**config.mk**
```make
export PLATFORM = sky130hd
export DESIGN_NAME = mat_add_top
export DESIGN_NICKNAME = d
export VERILOG_FILES = /design/src/hdl/mat_add_pkg.sv /design/src/hdl/mat_bus_pkg.sv /design/src/hdl/mat_add_top.sv /design/src/hdl/mat_add_regs.sv /design/src/hdl/mat_add_engine.sv
export SDC_FILE = /design/constraint.sdc
export NUM_CORES = 2
export LEC_CHECK = 0
export ABC_AREA = 0
export BUFFER_PORTS_ARGS = -buffer_cell sky130_fd_sc_hd__buf_4
export CAP_MARGIN = 20
export CORE_AREA = 4 4 354 356
export CTS_CLUSTER_SIZE = 10
export DETAILED_ROUTE_END_ITERATION = 12
export DIE_AREA = 0 0 358 360
export PLACE_DENSITY = 0.66
export RECOVER_POWER = 50
export SLEW_MARGIN = 20
export SYNTH_ARGS = -nofsm -noshare
export SYNTH_HDL_FRONTEND = slang
export SYNTH_SLANG_ARGS = --single-unit
```
**constraint.sdc**
```tcl
create_clock -name clk -period 11.5 [get_ports clk]
set_clock_uncertainty 0.05 [all_clocks]
set_input_delay 1.725 -clock clk [delete_from_list [all_inputs] [get_ports clk]]
set_output_delay 1.725 -clock clk [all_outputs]
set_load 0.05 [all_outputs]
```
**src/hdl/mat_add_pkg.sv**
```systemverilog
`default_nettype none

// lane and controller types of the vector adder
package mat_add_pkg;

    localparam int lane_width = 64;
    localparam int half_width = lane_width / 2;   // carry split point

    typedef logic [lane_width-1:0] lane_t;
    typedef logic [half_width-1:0] half_t;

    // valid bits travelling down the adder pipeline
    typedef struct packed {
        logic stage1;
        logic stage2;
    } eng_status_t;

    typedef enum logic [1:0] {
        idle,
        launch,      // start pulse to the engine
        wait_done,
        store        // sums go to bank c
    } ctrl_state_t;

endpackage

`default_nettype wire

```
**src/hdl/mat_bus_pkg.sv**
```systemverilog
`default_nettype none

// avalon slave port of the accelerator, word addressed
package mat_bus_pkg;

    localparam int addr_width = 4;
    localparam int data_width = 64;
    localparam int be_width   = data_width / 8;   // one enable per byte lane

    typedef logic [addr_width-1:0] addr_t;
    typedef logic [data_width-1:0] data_t;
    typedef logic [be_width-1:0]   be_t;

    typedef struct packed {
        addr_t address;
        data_t writedata;
        be_t   byteenable;
        logic  write;
        logic  read;
    } avl_req_t;

    typedef struct packed {
        data_t readdata;
        logic  waitrequest;   // high while a command runs
    } avl_rsp_t;

    // address map, a at 0, b right after it, then the command word
    function automatic addr_t bank_b_base(input int unsigned lanes);
        return addr_t'(lanes);
    endfunction

    function automatic addr_t cmd_addr(input int unsigned lanes);
        return addr_t'(2 * lanes);
    endfunction

endpackage

`default_nettype wire
```
**src/hdl/mat_add_top.sv**
```systemverilog
`timescale 1ns/10ps
`default_nettype none

// accelerator top, the avalon slave port goes straight to the register block
module mat_add_top
#(
    parameter int unsigned lane_count = 4   // 1 to 7, so the command word fits the address
)
(
    input  wire logic                  clk,
    input  wire logic                  reset,
    input  wire mat_bus_pkg::avl_req_t avl_req,
    output mat_bus_pkg::avl_rsp_t      avl_rsp
);

    mat_add_regs #(
        .lane_count (lane_count)
    ) mat_add_regs_inst (
        .clk     (clk),
        .reset   (reset),
        .avl_req (avl_req),
        .avl_rsp (avl_rsp)
    );

endmodule

`default_nettype wire

```
**src/hdl/mat_add_regs.sv**
```systemverilog
`timescale 1ns/10ps
`default_nettype none

module mat_add_regs
#(
    parameter int unsigned lane_count = 4
)
(
    input  wire logic                  clk,
    input  wire logic                  reset,
    input  wire mat_bus_pkg::avl_req_t avl_req,
    output mat_bus_pkg::avl_rsp_t      avl_rsp
);

    localparam mat_bus_pkg::addr_t b_base   = mat_bus_pkg::bank_b_base(lane_count);
    localparam mat_bus_pkg::addr_t cmd_word = mat_bus_pkg::cmd_addr(lane_count);

    mat_add_pkg::ctrl_state_t state;

    mat_add_pkg::lane_t [lane_count-1:0] a_bank;
    mat_add_pkg::lane_t [lane_count-1:0] b_bank;
    mat_add_pkg::lane_t [lane_count-1:0] c_bank;
    mat_add_pkg::lane_t [lane_count-1:0] sum;

    mat_bus_pkg::data_t rd_data;
    logic               waitrequest;
    logic               wr_ok;
    logic               start;
    logic               done;

    assign waitrequest = (state != mat_add_pkg::idle);   // stalls everything during a command
    assign wr_ok       = avl_req.write && !waitrequest;
    assign start       = (state == mat_add_pkg::launch);

    mat_add_engine #(
        .lane_count (lane_count)
    ) mat_add_engine_inst (
        .clk   (clk),
        .reset (reset),
        .start (start),
        .opa   (a_bank),   // banks cannot change while waitrequest is up
        .opb   (b_bank),
        .sum   (sum),
        .done  (done)
    );

    // operand banks, written a byte lane at a time
    always_ff @(posedge clk)
    begin
        if (reset)
        begin
            a_bank <= '0;
            b_bank <= '0;
        end
        else if (wr_ok)
        begin
            for (int i = 0; i < lane_count; i++)
            begin
                for (int k = 0; k < mat_bus_pkg::be_width; k++)
                begin
                    if (avl_req.byteenable[k])
                    begin
                        if (avl_req.address == mat_bus_pkg::addr_t'(i))
                            a_bank[i][8*k +: 8] <= avl_req.writedata[8*k +: 8];
                        if (avl_req.address == b_base + mat_bus_pkg::addr_t'(i))
                            b_bank[i][8*k +: 8] <= avl_req.writedata[8*k +: 8];
                    end
                end
            end
        end
    end

    // command sequencer
    always_ff @(posedge clk)
    begin
        if (reset)
        begin
            state  <= mat_add_pkg::idle;
            c_bank <= '0;
        end
        else
        begin
            case (state)
                mat_add_pkg::idle:
                begin
                    if (wr_ok && avl_req.address == cmd_word)
                        state <= mat_add_pkg::launch;
                end
                mat_add_pkg::launch:
                    state <= mat_add_pkg::wait_done;
                mat_add_pkg::wait_done:
                begin
                    if (done)   // two cycles after launch
                        state <= mat_add_pkg::store;
                end
                mat_add_pkg::store:
                begin
                    c_bank <= sum;   // engine holds sum until the next start
                    state  <= mat_add_pkg::idle;
                end
                default:
                    state <= mat_add_pkg::idle;
            endcase
        end
    end

    // results only, everything outside bank c reads as zero
    always_comb
    begin
        rd_data = '0;
        if (avl_req.read)
        begin
            for (int i = 0; i < lane_count; i++)
            begin
                if (avl_req.address == mat_bus_pkg::addr_t'(i))
                    rd_data = c_bank[i];
            end
        end
    end

    assign avl_rsp.readdata    = rd_data;
    assign avl_rsp.waitrequest = waitrequest;

endmodule

`default_nettype wire

```
**src/hdl/mat_add_engine.sv**
```systemverilog
`timescale 1ns/10ps
`default_nettype none

module mat_add_engine
#(
    parameter int unsigned lane_count = 4
)
(
    input  wire logic                                  clk,
    input  wire logic                                  reset,
    input  wire logic                                  start,
    input  wire mat_add_pkg::lane_t [lane_count-1:0]   opa,
    input  wire mat_add_pkg::lane_t [lane_count-1:0]   opb,
    output mat_add_pkg::lane_t [lane_count-1:0]        sum,
    output logic                                       done
);

    localparam int hw = mat_add_pkg::half_width;

    // what stage one hands to stage two, per lane
    typedef struct packed {
        mat_add_pkg::half_t a_hi;
        mat_add_pkg::half_t b_hi;
        mat_add_pkg::half_t lo;
        logic               carry;
    } stage1_t;

    stage1_t [lane_count-1:0] s1;
    mat_add_pkg::eng_status_t valid;

    // stage one, low halves plus carry out
    always_ff @(posedge clk)
    begin
        if (start)
        begin
            for (int i = 0; i < lane_count; i++)
            begin
                {s1[i].carry, s1[i].lo} <= {1'b0, opa[i][hw-1:0]} + {1'b0, opb[i][hw-1:0]};
                s1[i].a_hi <= opa[i][2*hw-1:hw];
                s1[i].b_hi <= opb[i][2*hw-1:hw];
            end
        end
    end

    // stage two, high halves take the carry, top carry dropped (mod 2^64)
    always_ff @(posedge clk)
    begin
        if (valid.stage1)
        begin
            for (int i = 0; i < lane_count; i++)
                sum[i] <= {s1[i].a_hi + s1[i].b_hi + s1[i].carry, s1[i].lo};
        end
    end

    always_ff @(posedge clk)
    begin
        if (reset)
            valid <= '0;
        else
        begin
            valid.stage1 <= start;
            valid.stage2 <= valid.stage1;   // one done per start
        end
    end

    assign done = valid.stage2;

endmodule

`default_nettype wire

```
==> results.toml <==
[yosys]
netlist_instances = 5743
synth-edff-count = 644
synth_warnings = 0
ys_seq_area_frac = 0.5719
ys_types = 84
ys_dominant_reg_cell = "dfxtp_1"
syn-cell-area_um2 = 60830
synth-seq-cells = 1416
syn_area_per_cell_um2 = 10.59
synthArstFlopShare = 0
syn_nets = 6088

[drt]
drcViolationCount = 0
vias_per_cell = 5.656
num_vias = 42740
first_iter_violations = 3553
ant_nets = 0
dr.pass1.iters = 6
routedWlPerCell_um = 20.25
drt-total-wl_um = 153000

[floorplanning]
chipHeight_um = 360
core_um2 = 121700
die_area_um2 = 128900
io_pins = 145
row_count = 128
start_util = 0.4998
die_w_um = 358

[pwr]
seqPwrFrac = 0.459
ir_drop_uv = 154.1
p_switching_mw = 4.114
swShare = 0.2915
powerDensity_nw_per_um2 = 207.1
p_comb_frac = 0.200
p_clk_frac = 0.341
leakage_nw = 24.40
power_mw = 14.11
cell_internal_pwr_mw = 9.997

[placement]
place_area_um2 = 63230
place_congestion = 0.8818
dp_hpwl_um = 103300
io_buffers = 144

[setup_path]
crit_chain = "clkbuf_1 > buf_12 > buf_12 > nor2_1"
cp_slowest_cell = "clkbuf_1"
crit_buf_inv = 3
cpPeakStageDelay_ns = 4.62
crit_type = "in2reg"
cp_data_arrival_time_ns = 8.30
critical_path_required_ns = 12.06
path_max_fanout = 241
cpLargestDelayFamily = "buffers and inverters"
cp-end-kind = "flop"
startpoint_type = "primary input"
crit_top_cell = "buf_12"

[sta]
hold_viol = 0
finalMaxSlewViolations = 615
min_period_over_period = 0.6728
rsz0062_at_grt = "no"
fin_tns_setup_ns = 0
finalSetupViolCount = 0
holdWs_ns = 0.3627
fmax_mhz = 129.3
relSlewSlack = -3.495
fin_crit_ns = 7.737
worst_pin_slew_ns = 6.743

[clocking]
cts_made_buffers = 164
post-cts-setup-buffer-count = 0
cts_tree = "done"
ctsResizeCount = 0
cts-root-buf = "clkbuf_16"
cts_max_level = 4
clk_latency_ns = 0.78
cts_num_sinks = 1416
clockBufferDepth = 3
clkTransAtPathRegs_ns = 0.06
ctsHoldBuffers = 0

[global_routing]
antenna_found_initial = 3
grt.overflow.total = 0
grt_usage = 0.2330
grt_max_degree = 242
first_global_vias = 41150
grt_pass1_wl_um = 235900

[finish]
fillers = 10400
fin_area_um2 = 68120
syn_to_final_growth_pct = 11.98
fin_nets = 6133
regArea_um2 = 34790
multi_input_area_um2 = 24720
drive_above_1_share = 0.06916

[worst_hold_path]
hp-class = "reg2reg"

[status]
status = "complete, but fails checks"
violations = "max-capacitance violations, max-slew violations"

[flow_run]
maxCapViolCount = 8
layout make-up:
| cell class | instances | area share |
|---|---|---|
| Tap cell | 1625 | 0.02985 |
| Timing Repair Buffer | 184 | 0.02064 |
| Inverter | 54 | 0.002975 |
| Multi-Input combinational cell | 3968 | 0.3629 |
| Clock inverter | 13 | 0.002020 |
| Sequential cell | 1416 | 0.5107 |
| Antenna cell | 4 | 0.0001469 |
| Clock buffer | 293 | 0.07071 |
state kept, by name (all words and copies together), names as in the netlist:
signal / cells
mat_add_regs_inst.c_bank: 256
mat_add_regs_inst.mat_add_engine_inst.valid: 1
mat_add_regs_inst.mat_add_engine_inst.sum: 256
mat_add_regs_inst.a_bank: 256
mat_add_regs_inst.b_bank: 256
mat_add_regs_inst.mat_add_engine_inst.done: 1
mat_add_regs_inst.state: 2
mat_add_regs_inst.mat_add_engine_inst.s1: 388
metal layers:
| layer | share of wire | GRT usage | up-vias |
|---|---|---|---|
| li1 | - | - | 20750 |
| met1 | 0.45 | 0.3176 | 20610 |
| met2 | 0.47 | 0.3830 | 1147 |
| met3 | 0.055 | 0.03777 | 237 |
| met4 | 0.026 | 0.07111 | 2 |
| met5 | 0.000085 | 0 | - |
synthesized netlist by cell type (all sizes together), types with 8 or more instances:
cell | n | area share
a311oi | 12 | 0.0022
a221oi | 8 | 0.0016
and3 | 29 | 0.0030
buf | 71 | 0.0045
clkbuf | 234 | 0.014
or3 | 11 | 0.0011
nand2 | 876 | 0.054
nor4 | 8 | 0.00082
o31ai | 12 | 0.0016
a31oi | 22 | 0.0023
o21bai | 29 | 0.0036
nor3 | 37 | 0.0031
a21boi | 71 | 0.0088
a21oi | 656 | 0.054
xor2 | 65 | 0.0094
a22oi | 128 | 0.016
xnor2 | 153 | 0.022
nand3 | 248 | 0.020
o31a | 8 | 0.0012
fa | 12 | 0.0039
a311o | 8 | 0.0013
and2 | 8 | 0.00082
o21ai | 108 | 0.0091
nor2 | 494 | 0.030
a2111oi | 10 | 0.0025
edfxtp | 644 | 0.32
nor2b | 22 | 0.0023
o211ai | 10 | 0.0013
a21o | 144 | 0.018
dfxtp | 772 | 0.25
ha | 253 | 0.052
o41ai | 10 | 0.0021
nand2b | 30 | 0.0031
o21a | 33 | 0.0041
mux2i | 325 | 0.053
inv | 54 | 0.0033
nand4 | 33 | 0.0034
a211oi | 22 | 0.0028
per-stage QoR:
step / cells / util / setup WS [ns]
final: 7557 / 0.5597 / 3.763
after global placement: 7246 / 0.5195 / 5.703
after detailed placement: 7246 / 0.5195 / 5.643
after floorplan: 5743 / - / 1.356
after CTS: 7552 / 0.5602 / 5.641
after global routing: 7553 / 0.5596 / 3.276
cell usage in the layout (no fill, tap or decap), types with 12 or more instances in the layout:
cell,netlist,routed
dfxtp_1,772,772
nand4_1,33,33
o21bai_1,29,29
xor2_1,65,65
ha_1,253,253
clkbuf_16,0,171
and3_1,29,28
a22oi_1,128,128
buf_4,1,173
nand3_1,248,248
nor2_1,494,492
a21oi_1,655,655
nand2b_1,30,30
xnor2_1,153,153
inv_1,54,54
o21a_1,33,33
nor3_1,36,33
a211oi_1,21,21
nand2_1,876,876
edfxtp_1,644,644
clkbuf_1,234,120
o21ai_0,94,98
mux2i_1,325,325
nor2b_1,22,22
fa_1,12,12
a31oi_1,22,22
a21boi_0,69,69
a21o_1,144,144
worst paths after layout:
check                           slack (ns)                                             to  cells after the start                                            from
worst max-delay path                  3.76                  mat_add_regs_inst.b_bank[205]                      4                                           reset
worst min-delay path                  0.36   mat_add_regs_inst.mat_add_engine_inst.sum[5]                      0     mat_add_regs_inst.mat_add_engine_inst.s1[6]
worst max register to register        4.77  mat_add_regs_inst.mat_add_engine_inst.sum[59]                      1  mat_add_regs_inst.mat_add_engine_inst.valid[1]
worst min register to register        0.36   mat_add_regs_inst.mat_add_engine_inst.sum[5]                      0     mat_add_regs_inst.mat_add_engine_inst.s1[6]
power by group through the flow:
stage	Combinational (mW)	Sequential [mW]	Clock (mW)
2_1_floorplan	1.92	6.73	0
3_3_place_gp	2.76	6.53	0
3_5_place_dp	2.80	6.55	0
4_1_cts	2.82	6.45	4.91
5_1_grt	3.07	6.53	5.12
6_report	2.83	6.48	4.81
logic make-up (layout without fill, tap and decap cells):
family          after synthesis  after routing  synth area share
xor+xnor                    218            218           0.03139
other cells                   0              4                 0
flops                      1416           1416            0.5719
fa+ha+maj                   265            265           0.05598
buf+inv                     359            544           0.02225
simple gates               1823           1823            0.1261
mux                         326            326           0.05366
compound gates             1336           1336            0.1387
(Power assumes the default switching activity.)
